--- src/include/mmu_params.svh ---
// page memory manager dispatcher parameters
// widths, page limit, free threshold and settle times

`ifndef MMU_PARAMS_SVH
`define MMU_PARAMS_SVH

// request fields
`define REQ_ID_WIDTH        8
`define PAGE_IDX_WIDTH      16
`define PAGE_COUNT_WIDTH    4

// largest page count accepted, anything above is rejected
`define MAX_PAGES           8

// free fifo occupancy as reported by the fifo
`define FIFO_COUNT_WIDTH    7

// free backlog that forces arbitration over to free
`define FREE_THRESHOLD      64

// settle time after a path switch, in cycles
`define FREE_SETTLE_CYCLES  5
`define ALLOC_SETTLE_CYCLES 6

`endif

--- src/verilog/mmu_types_pkg.sv ---
// request, issue and response types of the page dispatcher
// shared by the screens and the top level

package mmu_types_pkg;

`include "mmu_params.svh"

    // rounded allocation size, one page is 512 B
    typedef enum logic [1:0] {
        SIZE_512,
        SIZE_1K,
        SIZE_2K,
        SIZE_4K
    } size_class_t;

    typedef enum logic [1:0] {
        FAIL_NONE,
        FAIL_ZERO,      // page count of zero
        FAIL_OVERSIZE   // more than MAX_PAGES
    } fail_reason_t;

    // entry of the alloc and free request fifos
    typedef struct packed {
        logic [`REQ_ID_WIDTH-1:0]     id;
        logic [`PAGE_COUNT_WIDTH-1:0] page_count;
        logic [`PAGE_IDX_WIDTH-1:0]   page_idx;   // meaningful on free only
    } page_req_t;

    // request sent on to the allocator or the free tree
    typedef struct packed {
        logic                         valid;  // single cycle pulse
        logic [`REQ_ID_WIDTH-1:0]     id;
        logic [`PAGE_IDX_WIDTH-1:0]   page_idx;
        size_class_t                  size;
        logic [`PAGE_COUNT_WIDTH-1:0] origin_count;
    } page_issue_t;

    // entry written into a response fifo
    typedef struct packed {
        logic                         write_en;
        logic [`REQ_ID_WIDTH-1:0]     id;
        logic                         fail;
        fail_reason_t                 reason;
        logic [`PAGE_COUNT_WIDTH-1:0] origin_count;
    } page_rsp_t;

endpackage

--- src/verilog/dispatch_ctrl_pkg.sv ---
// control types of the dispatcher FSM and switch timer

package dispatch_ctrl_pkg;

    typedef enum logic [2:0] {
        ST_IDLE,    // arbitration
        ST_FETCH,   // pop the chosen fifo
        ST_CHECK,   // entry valid at fifo output, strobe the screen
        ST_SETTLE,  // wait out the switch timer
        ST_SPIN1,
        ST_SPIN2
    } disp_state_t;

    typedef enum logic {
        PATH_ALLOC,
        PATH_FREE
    } path_t;

endpackage

--- src/verilog/dispatch_fsm.sv ---
// dispatcher FSM
// arbitrates alloc and free fifos, pops, strobes the screens and runs the switch timer

`timescale 1ns/1ps

`include "mmu_params.svh"

module dispatch_fsm (
    input  logic                          clk,
    input  logic                          rst_n,
    input  logic                          alloc_empty,
    input  logic                          free_empty,
    input  logic [`FIFO_COUNT_WIDTH-1:0]  free_count,
    input  logic                          alloc_rsp_almost_full,
    input  logic                          free_rsp_almost_full,
    input  logic                          timer_done,
    output logic                          alloc_pop,
    output logic                          free_pop,
    output logic                          load_alloc,
    output logic                          load_free,
    output logic                          hold,
    output logic                          timer_start,
    output dispatch_ctrl_pkg::path_t      timer_path
);

    localparam logic [`FIFO_COUNT_WIDTH-1:0] FREE_THRESH = `FREE_THRESHOLD;

    dispatch_ctrl_pkg::disp_state_t state;
    dispatch_ctrl_pkg::disp_state_t state_next;
    dispatch_ctrl_pkg::path_t       cur_path;     // path being fetched
    dispatch_ctrl_pkg::path_t       path_next;
    dispatch_ctrl_pkg::path_t       last_path;    // last path that got a request
    logic                           switch_pending;
    logic                           switch_next;
    logic                           can_alloc;
    logic                           can_free;
    logic                           free_backlog;

    // a path may go only with work queued and room for its response
    assign can_alloc    = !alloc_empty && !alloc_rsp_almost_full;
    assign can_free     = !free_empty && !free_rsp_almost_full;
    assign free_backlog = free_count >= FREE_THRESH;

    always_comb begin
        state_next  = state;
        path_next   = cur_path;
        switch_next = switch_pending;
        case (state)
            dispatch_ctrl_pkg::ST_IDLE: begin
                if (!can_alloc && !can_free) begin
                    state_next = dispatch_ctrl_pkg::ST_SPIN1;
                end else begin
                    state_next = dispatch_ctrl_pkg::ST_FETCH;
                    if (last_path == dispatch_ctrl_pkg::PATH_ALLOC) begin
                        // leave alloc on backlog, or when only free can move
                        if (can_free && (free_backlog || !can_alloc)) begin
                            path_next = dispatch_ctrl_pkg::PATH_FREE;
                        end else begin
                            path_next = dispatch_ctrl_pkg::PATH_ALLOC;
                        end
                    end else begin
                        // free keeps going until drained or its rsp fifo fills
                        if (can_free) begin
                            path_next = dispatch_ctrl_pkg::PATH_FREE;
                        end else begin
                            path_next = dispatch_ctrl_pkg::PATH_ALLOC;
                        end
                    end
                    switch_next = (path_next != last_path);
                end
            end
            dispatch_ctrl_pkg::ST_FETCH: begin
                // back to arbitration if the path lost its chance meanwhile
                if (alloc_pop || free_pop) begin
                    state_next = dispatch_ctrl_pkg::ST_CHECK;
                end else begin
                    state_next = dispatch_ctrl_pkg::ST_IDLE;
                end
            end
            dispatch_ctrl_pkg::ST_CHECK: begin
                if (switch_pending) begin
                    state_next = dispatch_ctrl_pkg::ST_SETTLE;
                end else begin
                    state_next = dispatch_ctrl_pkg::ST_IDLE;
                end
            end
            dispatch_ctrl_pkg::ST_SETTLE: begin
                if (timer_done) begin
                    state_next = dispatch_ctrl_pkg::ST_IDLE;
                end
            end
            dispatch_ctrl_pkg::ST_SPIN1: state_next = dispatch_ctrl_pkg::ST_SPIN2;
            dispatch_ctrl_pkg::ST_SPIN2: state_next = dispatch_ctrl_pkg::ST_IDLE;
            default:                     state_next = dispatch_ctrl_pkg::ST_IDLE;
        endcase
    end

    always_ff @(posedge clk or negedge rst_n) begin
        if (!rst_n) begin
            state          <= dispatch_ctrl_pkg::ST_IDLE;
            cur_path       <= dispatch_ctrl_pkg::PATH_ALLOC;
            last_path      <= dispatch_ctrl_pkg::PATH_ALLOC;  // alloc has priority out of reset
            switch_pending <= 1'b0;
        end else begin
            state          <= state_next;
            cur_path       <= path_next;
            switch_pending <= switch_next;
            if (state == dispatch_ctrl_pkg::ST_CHECK) begin
                last_path <= cur_path;
            end
        end
    end

    // pop is combinational and the entry shows up on the next cycle
    assign alloc_pop = (state == dispatch_ctrl_pkg::ST_FETCH) &&
                       (cur_path == dispatch_ctrl_pkg::PATH_ALLOC) && can_alloc;
    assign free_pop  = (state == dispatch_ctrl_pkg::ST_FETCH) &&
                       (cur_path == dispatch_ctrl_pkg::PATH_FREE) && can_free;

    assign load_alloc  = (state == dispatch_ctrl_pkg::ST_CHECK) &&
                         (cur_path == dispatch_ctrl_pkg::PATH_ALLOC);
    assign load_free   = (state == dispatch_ctrl_pkg::ST_CHECK) &&
                         (cur_path == dispatch_ctrl_pkg::PATH_FREE);
    assign timer_start = (state == dispatch_ctrl_pkg::ST_CHECK) && switch_pending;
    assign hold        = timer_start;    // first request after a switch waits for the timer
    assign timer_path  = cur_path;

    a_single_pop: assert property (@(posedge clk) disable iff (!rst_n)
        !(alloc_pop && free_pop));

    a_alloc_pop_not_empty: assert property (@(posedge clk) disable iff (!rst_n)
        alloc_pop |-> !alloc_empty);

    a_free_pop_not_empty: assert property (@(posedge clk) disable iff (!rst_n)
        free_pop |-> !free_empty);

endmodule

--- src/verilog/switch_timer.sv ---
// settle timer for path switches
// loads the settle time of the new path on start, pulses done when it runs out

`timescale 1ns/1ps

`include "mmu_params.svh"

module switch_timer (
    input  logic                     clk,
    input  logic                     rst_n,
    input  logic                     start,
    input  dispatch_ctrl_pkg::path_t path,
    output logic                     done
);

    localparam int MAX_SETTLE = (`ALLOC_SETTLE_CYCLES > `FREE_SETTLE_CYCLES) ?
                                `ALLOC_SETTLE_CYCLES : `FREE_SETTLE_CYCLES;
    localparam int CNT_W      = $clog2(MAX_SETTLE + 1);

    logic [CNT_W-1:0] cnt;
    logic [CNT_W-1:0] load_val;
    logic             busy;

    assign load_val = (path == dispatch_ctrl_pkg::PATH_FREE) ? CNT_W'(`FREE_SETTLE_CYCLES) :
                                                              CNT_W'(`ALLOC_SETTLE_CYCLES);

    assign done = busy && (cnt == '0);

    always_ff @(posedge clk or negedge rst_n) begin
        if (!rst_n) begin
            busy <= 1'b0;
            cnt  <= '0;
        end else if (start) begin
            busy <= 1'b1;
            cnt  <= load_val;
        end else if (done) begin
            busy <= 1'b0;          // single pulse
        end else if (busy) begin
            cnt <= cnt - 1'b1;
        end
    end

    a_no_restart: assert property (@(posedge clk) disable iff (!rst_n) !(start && busy));

endmodule

--- src/verilog/req_screen.sv ---
// request screen for one path
// rejects bad page counts with a fail response, rounds good ones to a size class and issues them

`timescale 1ns/1ps

`include "mmu_params.svh"

module req_screen #(
    parameter bit CARRY_IDX = 1'b0      // free passes the page index on, alloc sends zero
) (
    input  logic                      clk,
    input  logic                      rst_n,
    input  logic                      load,
    input  logic                      hold,
    input  logic                      release_en,
    input  mmu_types_pkg::page_req_t  req,
    output mmu_types_pkg::page_issue_t issue,
    output mmu_types_pkg::page_rsp_t   rsp
);

    mmu_types_pkg::size_class_t  size_cls;
    mmu_types_pkg::fail_reason_t reason;
    logic                        req_ok;

    logic                         issue_valid;
    logic                         rsp_we;
    logic                         pending;    // good request waiting for release
    logic [`REQ_ID_WIDTH-1:0]     iss_id;
    logic [`PAGE_IDX_WIDTH-1:0]   iss_idx;
    mmu_types_pkg::size_class_t   iss_size;
    logic [`PAGE_COUNT_WIDTH-1:0] iss_count;
    logic [`REQ_ID_WIDTH-1:0]     rsp_id;
    mmu_types_pkg::fail_reason_t  rsp_reason;
    logic [`PAGE_COUNT_WIDTH-1:0] rsp_count;

    always_comb begin
        if (req.page_count == '0) begin
            reason = mmu_types_pkg::FAIL_ZERO;
        end else if (req.page_count > `MAX_PAGES) begin
            reason = mmu_types_pkg::FAIL_OVERSIZE;
        end else begin
            reason = mmu_types_pkg::FAIL_NONE;
        end
    end

    assign req_ok = (reason == mmu_types_pkg::FAIL_NONE);

    // round up to the next power of two pages
    always_comb begin
        case (req.page_count)
            1:       size_cls = mmu_types_pkg::SIZE_512;
            2:       size_cls = mmu_types_pkg::SIZE_1K;
            3, 4:    size_cls = mmu_types_pkg::SIZE_2K;
            default: size_cls = mmu_types_pkg::SIZE_4K;
        endcase
    end

    always_ff @(posedge clk or negedge rst_n) begin
        if (!rst_n) begin
            issue_valid <= 1'b0;
            rsp_we      <= 1'b0;
            pending     <= 1'b0;
        end else begin
            issue_valid <= 1'b0;
            rsp_we      <= 1'b0;
            if (load) begin
                issue_valid <= req_ok && !hold;
                pending     <= req_ok && hold;
                rsp_we      <= !req_ok;       // rejects never wait for the timer
            end else if (release_en && pending) begin
                issue_valid <= 1'b1;
                pending     <= 1'b0;
            end
        end
    end

    always_ff @(posedge clk) begin
        if (load && req_ok) begin
            iss_id    <= req.id;
            iss_idx   <= CARRY_IDX ? req.page_idx : '0;
            iss_size  <= size_cls;
            iss_count <= req.page_count;
        end
        if (load && !req_ok) begin
            rsp_id     <= req.id;
            rsp_reason <= reason;
            rsp_count  <= req.page_count;
        end
    end

    always_comb begin
        issue.valid        = issue_valid;
        issue.id           = iss_id;
        issue.page_idx     = iss_idx;
        issue.size         = iss_size;
        issue.origin_count = iss_count;
        rsp.write_en       = rsp_we;
        rsp.id             = rsp_id;
        rsp.fail           = (rsp_reason != mmu_types_pkg::FAIL_NONE);
        rsp.reason         = rsp_reason;
        rsp.origin_count   = rsp_count;
    end

    // one request gives either an issue or a response, never both
    a_issue_or_rsp: assert property (@(posedge clk) disable iff (!rst_n)
        !(issue_valid && rsp_we));

endmodule

--- src/verilog/mmu_dispatcher.sv ---
// page memory manager request dispatcher
// feeds alloc and free requests from their fifos to the allocator and the free tree

`timescale 1ns/1ps

`include "mmu_params.svh"

module mmu_dispatcher (
    input  logic                          clk,
    input  logic                          rst_n,
    input  mmu_types_pkg::page_req_t      alloc_req,
    input  mmu_types_pkg::page_req_t      free_req,
    input  logic                          alloc_empty,
    input  logic                          free_empty,
    input  logic [`FIFO_COUNT_WIDTH-1:0]  free_count,
    input  logic                          alloc_rsp_almost_full,
    input  logic                          free_rsp_almost_full,
    output logic                          alloc_pop,
    output logic                          free_pop,
    output mmu_types_pkg::page_issue_t    alloc_issue,
    output mmu_types_pkg::page_issue_t    free_issue,
    output mmu_types_pkg::page_rsp_t      alloc_rsp,
    output mmu_types_pkg::page_rsp_t      free_rsp
);

    logic                     load_alloc;
    logic                     load_free;
    logic                     hold;
    logic                     timer_start;
    logic                     timer_done;   // also releases the held issue
    dispatch_ctrl_pkg::path_t timer_path;

    dispatch_fsm u_fsm (
        .clk                   (clk),
        .rst_n                 (rst_n),
        .alloc_empty           (alloc_empty),
        .free_empty            (free_empty),
        .free_count            (free_count),
        .alloc_rsp_almost_full (alloc_rsp_almost_full),
        .free_rsp_almost_full  (free_rsp_almost_full),
        .timer_done            (timer_done),
        .alloc_pop             (alloc_pop),
        .free_pop              (free_pop),
        .load_alloc            (load_alloc),
        .load_free             (load_free),
        .hold                  (hold),
        .timer_start           (timer_start),
        .timer_path            (timer_path)
    );

    switch_timer u_timer (
        .clk   (clk),
        .rst_n (rst_n),
        .start (timer_start),
        .path  (timer_path),
        .done  (timer_done)
    );

    req_screen #(.CARRY_IDX(1'b0)) u_alloc_screen (
        .clk        (clk),
        .rst_n      (rst_n),
        .load       (load_alloc),
        .hold       (hold),
        .release_en (timer_done),
        .req        (alloc_req),
        .issue      (alloc_issue),
        .rsp        (alloc_rsp)
    );

    req_screen #(.CARRY_IDX(1'b1)) u_free_screen (
        .clk        (clk),
        .rst_n      (rst_n),
        .load       (load_free),
        .hold       (hold),
        .release_en (timer_done),
        .req        (free_req),
        .issue      (free_issue),
        .rsp        (free_rsp)
    );

endmodule

--- config.mk ---
export PLATFORM = sky130hd
export DESIGN_NAME = mmu_dispatcher
export DESIGN_NICKNAME = d
export VERILOG_FILES = /design/src/verilog/mmu_types_pkg.sv /design/src/verilog/dispatch_ctrl_pkg.sv /design/src/verilog/dispatch_fsm.sv /design/src/verilog/switch_timer.sv /design/src/verilog/req_screen.sv /design/src/verilog/mmu_dispatcher.sv
export VERILOG_INCLUDE_DIRS = /design/src /design/src/include
export SDC_FILE = /design/constraint.sdc
export NUM_CORES = 1
export LEC_CHECK = 0
export ABC_CLOCK_PERIOD_IN_PS = 3500
export BUFFER_PORTS_ARGS = -buffer_cell sky130_fd_sc_hd__buf_2
export CAP_MARGIN = 20
export CORE_MARGIN = 5
export CORE_UTILIZATION = 45
export CTS_CLUSTER_DIAMETER = 100
export DETAILED_ROUTE_END_ITERATION = 8
export GPL_ROUTABILITY_DRIVEN = 0
export HOLD_SLACK_MARGIN = 0.06
export PLACE_DENSITY = 0.79
export SLEW_MARGIN = 30
export SYNTH_ARGS = -nofsm -noshare
export SYNTH_HDL_FRONTEND = slang
export SYNTH_SLANG_ARGS = --single-unit
--- constraint.sdc ---
create_clock -name clk -period 3.5 [get_ports clk]
set_clock_uncertainty 0.15 [all_clocks]
set_input_delay 0.875 -clock clk [delete_from_list [all_inputs] [get_ports clk]]
set_output_delay 0.875 -clock clk [all_outputs]
set_load 0.01 [all_outputs]
==> impl_metrics.csv, run 1 <==
group,metric,value,unit
floorplanning,design.die.area,9130,um2
clock_tree,worstSkewPairLatency,0.35,ns
setup_path,cp.depth,3,
setup_path,crit_path_end_kind,"output pin",
power_and_ir_drop,power.density,585,nW/um2
detailed_routing,firstDrtPassIters,4,
power_and_ir_drop,p_comb_frac,0.125,
power_and_ir_drop,ir_worst_vdd,0.298,mV
clock_tree,cts-resized-gates,0,
detailed_routing,drt_iter0_markers,95,
floorplanning,die_h,95.6,um
power_and_ir_drop,switching_share,0.249,
timing,maxSlewHeadroom,0.542,
floorplanning,die_w,95.6,um
layout,seq_area,2560,um2
grt,grt_usage,0.144,
setup_path,rr_worst_depth,2,
synthesis,yosys_warnings,0,
grt,grt_pass1_wl,9.60,mm
timing,final-max-slew-violation-count,0,
layout,final_cell_mix,"buf_2 (126), edfxtp_1 (72), conb_1 (16), dfrtp_1 (16), clkbuf_8 (9)",
setup_path,crit_type,"register to output pin",
setup_path,required,2.47,ns
timing,finalSetupViolations,0,
setup_path,critPathMaxStageDelay,0.56,ns
timing,rsz0062_at_grt,"false",
floorplanning,io_pins,165,
floorplanning,start_util,0.459,
detailed_routing,via_per_inst,4.72,
layout,final_common_cell,"buf_2",
detailed_routing,post_drt_wl_per_cell,15.9,um
power_and_ir_drop,p_leak,1.74,nW
synthesis,seq_area_frac_synth,0.778,
setup_path,crit_arrival,1.61,ns
layout,fillCellCount,551,
clock_tree,clockBufferDepth,2,
synthesis,synth_area_leaders,"edfxtp_1 (66%), dfrtp_1 (12%), buf_4 (4.6%)",
floorplanning,num_rows,31,
synthesis,synth.distinct_cells,46,
detailed_routing,wirelength,6.81,mm
power_and_ir_drop,internal-power,1.85,mW
detailed_routing,final_antenna_net_count,0,
setup_path,path_buf_inv,1,
detailed_routing,drc,0,
synthesis,synth_edf_count,72,
flow_run,drv_cap,0,
clock_tree,cts_setup_buffers,0,
synthesis,postSynthCellCount,193,
clock_tree,cts_hold_buffers,0,
clock_tree,clk_pin_slew,0.08,ns
synthesis,synth_seq_cells,88,
setup_path,cpLargestDelayFamily,"flip-flops",
clock_tree,cts_tree,"yes",
timing,finalCriticalPeriod,2.64,ns
timing,fmax,0.379,GHz
synthesis,synth_top_flop_cell,"edfxtp_1",
hold_path,hold_path.class,"input pin to async pin",
synthesis,avgSynthCellArea,17.1,um2
timing,tns,0,ns
place,io_buffers,126,
floorplanning,coreArea,7180,um2
place,dp_hpwl,5.10,mm
synthesis,synthArstFlopShare,0.182,
timing,tightestPinTransition,0.687,ns
clock_tree,cts_buffers,9,
grt,antenna_found_initial,0,
place,place_area,3970,um2
setup_path,reg2reg_slack,1.35,ns
layout,drive_above_1_share,0.464,
power_and_ir_drop,sequentialPowerShare,0.543,
timing,hold_viol_final,0,
setup_path,critPathMaxFanout,10,
setup_path,cp_slowest_cell,"dfrtp_1",
layout,finish.net_count,396,
power_and_ir_drop,p_clk_frac,0.332,
synthesis,synth_top_cell_by_area,"edfxtp_1",
setup_path,crit_chain,"nor3b_1 -> nor4b_2 -> buf_2",
layout,multi_input_area,608,um2
power_and_ir_drop,switchingPower,0.612,mW
grt,grt_pass1_vias,1857,
clock_tree,clock-sinks,88,
status,status,"completed",
clock_tree,root_buffer,"clkbuf_8",
synthesis,synth_top_area_frac,0.656,
synthesis,syn-cell-area,3290,um2
layout,syn2layout_area_growth,27.6,%
layout,fin_area,4200,um2
setup_path,critical_path.startpoint_type,"register",
clock_tree,cts_max_level,3,
grt,grt_max_degree,31,
timing,fin_crit_sh,0.753,
layout,num_antenna_cells,0,
detailed_routing,via_count,2023,
grt,grt-ovfl-total,0,
metal layers:
layer	GRT usage	vias to the layer above	part of all wire
met3	0.0576	9	0.13
met2	0.234	107	0.48
met5	0	-	0
li1	-	952	-
met4	0.0604	0	0.014
met1	0.169	955	0.38
cell families after synthesis:
family,synth area share
compound gates,0.0395
xor+xnor,0.00798
fa+ha+maj,0.00759
buf+inv,0.0554
flops,0.778
mux,0.0125
other cells,0.00114
simple gates,0.0980
cell usage after synthesis (all sizes together) (2+ instances only):
master	n
or3	3
o31ai	4
and2	2
nor3	3
dfrtp	16
o31a	2
nor4b	3
nand2	2
edfxtp	72
or2	5
nor4	2
mux2i	3
o21ai	6
and3	3
a21oi	2
nor2b	3
buf	22
xnor2	2
nand3	5
inv	5
nor3b	2
nor2	8
ha	2
area by class of cell:
class,instances,share of cell area
clock buffer,11,0.0313
clock inverter,5,0.0253
inverter,5,0.00446
multi-input combinational,92,0.145
sequential,88,0.610
tap,99,0.0295
timing repair buffer,129,0.155
worst register-to-register path, cell delays in order, from the launching register on:
cell and delay, ns:
dfrtp_1 0.52, nor4b_1 0.45, and2_1 0.65
registers in the layout, indices dropped and copies added (netlist names), 3 cells and up:
signal and flops:
u_free_screen.iss_idx 16, u_alloc_screen.iss_id 8, u_alloc_screen.rsp_id 8, u_free_screen.iss_id 8, u_free_screen.rsp_id 8, u_alloc_screen.iss_count 4, u_alloc_screen.rsp_count 4, u_free_screen.iss_count 4
u_free_screen.rsp_count 4, u_fsm.state 3, u_timer.cnt 3
stage by stage:
step / util / power, mW / setup slack [ns] / cells / hold slack (ns)
3_3_place_gp: 0.553 / 1.64 / 0.810 / 413 / 0.336
4_1_cts: 0.586 / 2.48 / 0.846 / 429 / 0.268
5_1_grt: 0.586 / 2.58 / 0.686 / 429 / 0.279
2_1_floorplan: - / 1.56 / 0.363 / 208 / 0.318
6_report: 0.586 / 2.46 / 0.864 / 429 / 0.274
3_5_place_dp: 0.553 / 1.67 / 0.779 / 413 / 0.345
power by group through the flow:
stage                     sequential, mW  clock [mW]  combinational, mW
after floorplan                     1.32           0              0.246
after global placement              1.35           0              0.292
after detailed placement            1.36           0              0.309
after CTS                           1.33       0.834              0.310
after global routing                1.35       0.880              0.348
final                               1.34       0.817              0.307
path summary, 6_finish.rpt:
kind | from | end
min in group clk | u_free_screen.pending | u_free_screen.pending
min | rst_n | u_fsm.switch_pending
max | u_fsm.state[0] | alloc_pop
max reg2reg | u_fsm.state[1] | u_alloc_screen.rsp_id[0]
max in group asynchronous | rst_n | u_fsm.state[0]
min reg2reg | u_free_screen.pending | u_free_screen.pending
(Power assumes the default switching activity.)
==> run 2, diff against run 1 <==
--- a/config.mk
+++ b/config.mk
@@ -6,16 +6,17 @@
 export SDC_FILE = /design/constraint.sdc
 export NUM_CORES = 1
 export LEC_CHECK = 0
-export ABC_CLOCK_PERIOD_IN_PS = 3500
+export ABC_AREA = 1
+export ABC_CLOCK_PERIOD_IN_PS = 2400
 export BUFFER_PORTS_ARGS = -buffer_cell sky130_fd_sc_hd__buf_2
 export CAP_MARGIN = 20
 export CORE_MARGIN = 5
-export CORE_UTILIZATION = 45
+export CORE_UTILIZATION = 41
 export CTS_CLUSTER_DIAMETER = 100
 export DETAILED_ROUTE_END_ITERATION = 8
 export GPL_ROUTABILITY_DRIVEN = 0
 export HOLD_SLACK_MARGIN = 0.06
-export PLACE_DENSITY = 0.79
+export PLACE_DENSITY = 0.76
 export SLEW_MARGIN = 30
 export SYNTH_ARGS = -nofsm -noshare
 export SYNTH_HDL_FRONTEND = slang
==> constraint.sdc (replaced) <==
create_clock -name clk -period 2.4 [get_ports clk]
set_clock_uncertainty 0.15 [all_clocks]
set_input_delay 0.6 -clock clk [delete_from_list [all_inputs] [get_ports clk]]
set_output_delay 0.6 -clock clk [all_outputs]
set_load 0.01 [all_outputs]
==> impl_metrics.csv, run 2 <==
group,metric,value,unit
flow_run,drv_cap,0,
layout,regMostFlops,"u_free_screen.iss_idx",
floorplanning,io_pins,165,
clock_tree,worstSkewPairLatency,0.34,ns
synthesis,synth_top_area_frac,0.658,
layout,drive_above_1_share,0.432,
synthesis,yosys_warnings,0,
timing,fmax,0.464,GHz
synthesis,synth.distinct_cells,25,
detailed_routing,wirelength,6.95,mm
detailed_routing,post_drt_wl_per_cell,14.8,um
synthesis,synthArstFlopShare,0.182,
synthesis,postSynthCellCount,226,
timing,rsz0062_at_grt,"false",
clock_tree,cts_tree,"yes",
setup_path,crit_path_end_kind,"output pin",
timing,tns,0,ns
floorplanning,die_w,99.6,um
layout,syn2layout_area_growth,27.3,%
grt,grt_max_degree,31,
floorplanning,coreArea,7770,um2
synthesis,synth_area_leaders,"edfxtp_1 (66%), dfrtp_1 (12%), buf_4 (4.6%)",
place,io_buffers,126,
layout,finish.net_count,434,
layout,largest_reg_flops,16,
layout,final_cell_mix,"buf_2 (126), edfxtp_1 (72), nand2_1 (33), inv_1 (24)",
synthesis,synth_edf_count,72,
status,status,"completed",
synthesis,syn-cell-area,3290,um2
floorplanning,design.die.area,9910,um2
hold_path,hold_path.class,"input pin to register",
clock_tree,clockBufferDepth,2,
synthesis,seq_area_frac_synth,0.779,
detailed_routing,drc,0,
setup_path,crit_arrival,1.40,ns
grt,grt_pass1_vias,2033,
timing,finalCriticalPeriod,2.15,ns
timing,finalSetupViolations,0,
place,dp_hpwl,5.52,mm
grt,grt_usage,0.138,
clock_tree,cts_buffers,9,
clock_tree,clk_pin_slew,0.09,ns
synthesis,avgSynthCellArea,14.5,um2
synthesis,synth_most_common_cell,"edfxtp_1",
floorplanning,num_rows,32,
timing,fin_hold_ws,0.272,ns
setup_path,required,1.65,ns
timing,final-max-slew-violation-count,0,
synthesis,synth_commonest_cells,"edfxtp_1 (72), nand2_1 (33), inv_1 (24)",
grt,antenna_found_initial,0,
synthesis,synth_top_flop_cell,"edfxtp_1",
synthesis,synth_top_cell_by_area,"edfxtp_1",
clock_tree,cts_setup_buffers,0,
setup_path,crit_type,"register to output pin",
clock_tree,clock-sinks,88,
floorplanning,die_h,99.6,um
clock_tree,cts_max_level,3,
layout,num_antenna_cells,0,
layout,final_common_cell,"buf_2",
detailed_routing,via_per_inst,4.44,
timing,hold_viol_final,0,
setup_path,critPathMaxFanout,8,
setup_path,critical_path.startpoint_type,"register",
detailed_routing,firstDrtPassIters,4,
detailed_routing,final_antenna_net_count,0,
power_and_ir_drop,power.density,632,nW/um2
grt,grt_pass1_wl,10.4,mm
clock_tree,root_buffer,"clkbuf_8",
timing,fin_crit_sh,0.898,
power_and_ir_drop,p_leak,1.87,nW
synthesis,synth_seq_cells,88,
clock_tree,cts-resized-gates,0,
power_and_ir_drop,ir_worst_vdd,0.246,mV
detailed_routing,drt_iter0_markers,101,
detailed_routing,via_count,2087,
floorplanning,start_util,0.423,
grt,grt-ovfl-total,0,
## run 2: logic make-up (layout without fill, tap and decap cells)
| family | Yosys count | after routing | synth area share |
|---|---|---|---|
| DFF | 88 | 88 | 0.779 |
| and+or+nand+nor | 75 | 75 | 0.110 |
| buffers and inverters | 47 | 174 | 0.0788 |
| AOI/OAI and AO/OA | 13 | 13 | 0.0228 |
| adders and majority gates | 2 | 2 | 0.00761 |
| other | 1 | 16 | 0.00114 |
## run 2: report_power, final
part           total [mW]  leakage, nW  internal [mW]  switching, mW
sequential           1.65        0.849           1.65              0
combinational      0.0918        0.932         0.0353         0.0565
clock               0.902       0.0839          0.389          0.514
## run 2: repair_timing
item,in CTS,in global routing
endpoints found under the setup margin,0,0
hold buffers,1,0
hold endpoints to repair,16,0
## run 2: worst paths after layout
check	endpoint	slack, ns	cells after the start	start
max	free_pop	0.25	5	u_fsm.state[1]
max in group asynchronous	u_alloc_screen.rsp_we	1.27	2	rst_n
min in group asynchronous	u_fsm.switch_pending	0.55	2	rst_n
min reg2reg	u_timer.cnt[0]	0.34	2	u_timer.cnt[0]
max reg2reg	u_alloc_screen.iss_id[2]	0.74	4	u_fsm.state[2]
min	u_free_screen.iss_idx[9]	0.27	1	free_req[9]
## run 2: metal layers
layer,global-route usage,wire length (um),vias up
li1,-,-,1018
met1,0.144,2500,956
met2,0.248,3580,103
met3,0.0477,736,10
met4,0.0641,129,0
met5,0,0,-
## run 2: cell type report
cell class	count	area [um2]
fill	645	3580
sequential	88	2560
timing repair buffer	132	691
multi-input combinational	106	531
clock buffer	10	128
tap	102	128
inverter	26	97.6
clock inverter	6	50.0
## run 2: stage by stage
step / cells / power [mW] / worst slack, ns / util / instance area (um2)
floorplan: 241 / 1.73 / 0.0554 / - / 3350
global placement: 453 / 1.77 / 0.416 / 0.515 / 4000
detailed placement: 453 / 1.77 / 0.342 / 0.515 / 4000
CTS: 470 / 2.67 / 0.220 / 0.539 / 4190
global route: 470 / 2.76 / 0.110 / 0.539 / 4190
finish: 470 / 2.64 / 0.246 / 0.539 / 4190
## run 2: critical path: stages, from the launching register on
cell      delay [ns]
dfrtp_1         0.49
nand3b_1        0.23
nor2_1          0.10
nand2_1         0.07
inv_1           0.05
buf_2           0.12
==> run 3, diff against run 2 <==
--- a/config.mk
+++ b/config.mk
@@ -10,13 +10,15 @@
 export ABC_CLOCK_PERIOD_IN_PS = 2400
 export BUFFER_PORTS_ARGS = -buffer_cell sky130_fd_sc_hd__buf_2
 export CAP_MARGIN = 20
+export CELL_PAD_IN_SITES_DETAIL_PLACEMENT = 0
+export CELL_PAD_IN_SITES_GLOBAL_PLACEMENT = 1
 export CORE_MARGIN = 5
-export CORE_UTILIZATION = 41
+export CORE_UTILIZATION = 31
 export CTS_CLUSTER_DIAMETER = 100
 export DETAILED_ROUTE_END_ITERATION = 8
 export GPL_ROUTABILITY_DRIVEN = 0
 export HOLD_SLACK_MARGIN = 0.06
-export PLACE_DENSITY = 0.76
+export PLACE_DENSITY_LB_ADDON = 0.1
 export SLEW_MARGIN = 30
 export SYNTH_ARGS = -nofsm -noshare
 export SYNTH_HDL_FRONTEND = slang
==> impl_metrics.csv, run 3 (same netlist as run 2, synthesis figures left out) <==
group,metric,value,unit
grt,grt_pass1_vias,1926,
timing,final-max-slew-violation-count,0,
timing,fin_hold_ws,0.268,ns
clock_tree,cts_tree,"yes",
layout,num_antenna_cells,0,
grt,antenna_found_initial,0,
setup_path,crit_start,"u_fsm.state[1]",
power_and_ir_drop,finalPower,2.66,mW
status,status,"completed",
layout,finish.net_count,433,
hold_path,hold_path.class,"input pin to register",
clock_tree,root_buffer,"clkbuf_8",
setup_path,critPathMaxFanout,8,
power_and_ir_drop,power.density,630,nW/um2
grt,grt_usage,0.110,
timing,fmax,0.464,GHz
timing,fin_crit_sh,0.899,
floorplanning,die_w,113,um
power_and_ir_drop,ir_worst_vdd,0.259,mV
floorplanning,start_util,0.319,
timing,worst_slack,0.243,ns
hold_path,hold_start,"free_req[9]",
power_and_ir_drop,p_leak,1.86,nW
detailed_routing,via_count,2051,
floorplanning,design.die.area,12800,um2
timing,tns,0,ns
setup_path,required,1.65,ns
detailed_routing,drt_iter0_markers,81,
layout,final_cell_mix,"buf_2 (126), edfxtp_1 (72), nand2_1 (33), inv_1 (24)",
timing,finalSetupViolations,0,
place,dp_slack,0.363,ns
layout,drive_above_1_share,0.431,
layout,largest_reg_flops,16,
floorplanning,die_h,113,um
timing,finalCriticalPeriod,2.16,ns
detailed_routing,firstDrtPassIters,4,
setup_path,critical_path.startpoint_type,"register",
setup_path,crit_path_end_kind,"output pin",
timing,rsz0062_at_grt,"false",
grt,grt_max_degree,31,
setup_path,crit_arrival,1.41,ns
grt,grt_pass1_wl,10.7,mm
detailed_routing,wirelength,7.16,mm
floorplanning,coreArea,10300,um2
layout,regMostFlops,"u_free_screen.iss_idx",
detailed_routing,final_antenna_net_count,0,
setup_path,r2r-start,"u_fsm.state[0]",
grt,grt-ovfl-total,0,
timing,hold_viol_final,0,
layout,final_common_cell,"buf_2",
clock_tree,cts_max_level,3,
layout,syn2layout_area_growth,28.4,%
place,io_buffers,126,
clock_tree,cts_buffers,9,
clock_tree,cts_setup_buffers,0,
clock_tree,clockBufferDepth,2,
detailed_routing,post_drt_wl_per_cell,14.2,um
detailed_routing,drc,0,
clock_tree,clk_pin_slew,0.09,ns
floorplanning,num_rows,37,
clock_tree,clock-sinks,88,
floorplanning,io_pins,165,
place,dp_hpwl,5.49,mm
setup_path,crit_type,"register to output pin",
clock_tree,worstSkewPairLatency,0.34,ns
detailed_routing,via_per_inst,4.08,
flow_run,drv_cap,0,
## run 3: changes by cell type in the layout (fill, tap and decap cells not counted), sizes merged
cell  before  now
buf      131  130
## run 3: through the flow
| stage | util | instance area [um2] | std cells |
|---|---|---|---|
| after floorplan | - | 3350 | 241 |
| after global placement | 0.391 | 4030 | 486 |
| after detailed placement | 0.391 | 4030 | 486 |
| after CTS | 0.409 | 4220 | 503 |
| after global routing | 0.409 | 4220 | 503 |
| final | 0.409 | 4220 | 503 |
## run 3: layout make-up
type                            count  area (um2)
Sequential cell                    88        2560
Multi-Input combinational cell    106         531
Clock buffer                       10         128
Clock inverter                      6        50.0
Fill cell                        1007        6100
Tap cell                          136         170
Inverter                           26        97.6
Timing Repair Buffer              131         683
## run 3: critical path, cell delays in order (launching register included)
cell and delay (ns):
dfrtp_1 0.50, nand3b_1 0.23, nor2_1 0.09, nand2_1 0.07, inv_1 0.05, buf_2 0.12
## run 3: path summary, 6_finish.rpt
| path | to | slack, ns | cells past startpoint |
|---|---|---|---|
| hold reg to reg | u_timer.cnt[0] | 0.33 | 2 |
| setup reg to reg | u_alloc_screen.iss_id[7] | 0.74 | 4 |
| hold / removal | u_free_screen.iss_idx[9] | 0.27 | 1 |
| min in group asynchronous | u_timer.cnt[0] | 0.55 | 2 |
| setup / recovery | free_pop | 0.24 | 5 |
| max in group asynchronous | u_free_screen.issue_valid | 1.27 | 2 |
## run 3: per-layer routing
metal  up-vias  global-route usage  share of wire
met1       942               0.144           0.43
met5         -                   0              0
met2        95               0.169           0.47
li1       1010                   -              -
met3         4              0.0401          0.088
met4         0              0.0409         0.0071
## run 3: repair_timing
action,CTS,global route
endpoints found under the setup margin,0,0
resized for setup,0,0
hold buffers,1,0
endpoints found under the hold margin,16,0
## run 3: where the power goes
group	leakage, nW	total [mW]	internal, mW	switching (mW)
registers	0.849	1.65	1.65	0
logic	0.927	0.0892	0.0352	0.0540
clock network	0.0839	0.919	0.389	0.530
total	1.86	2.66	2.07	0.584
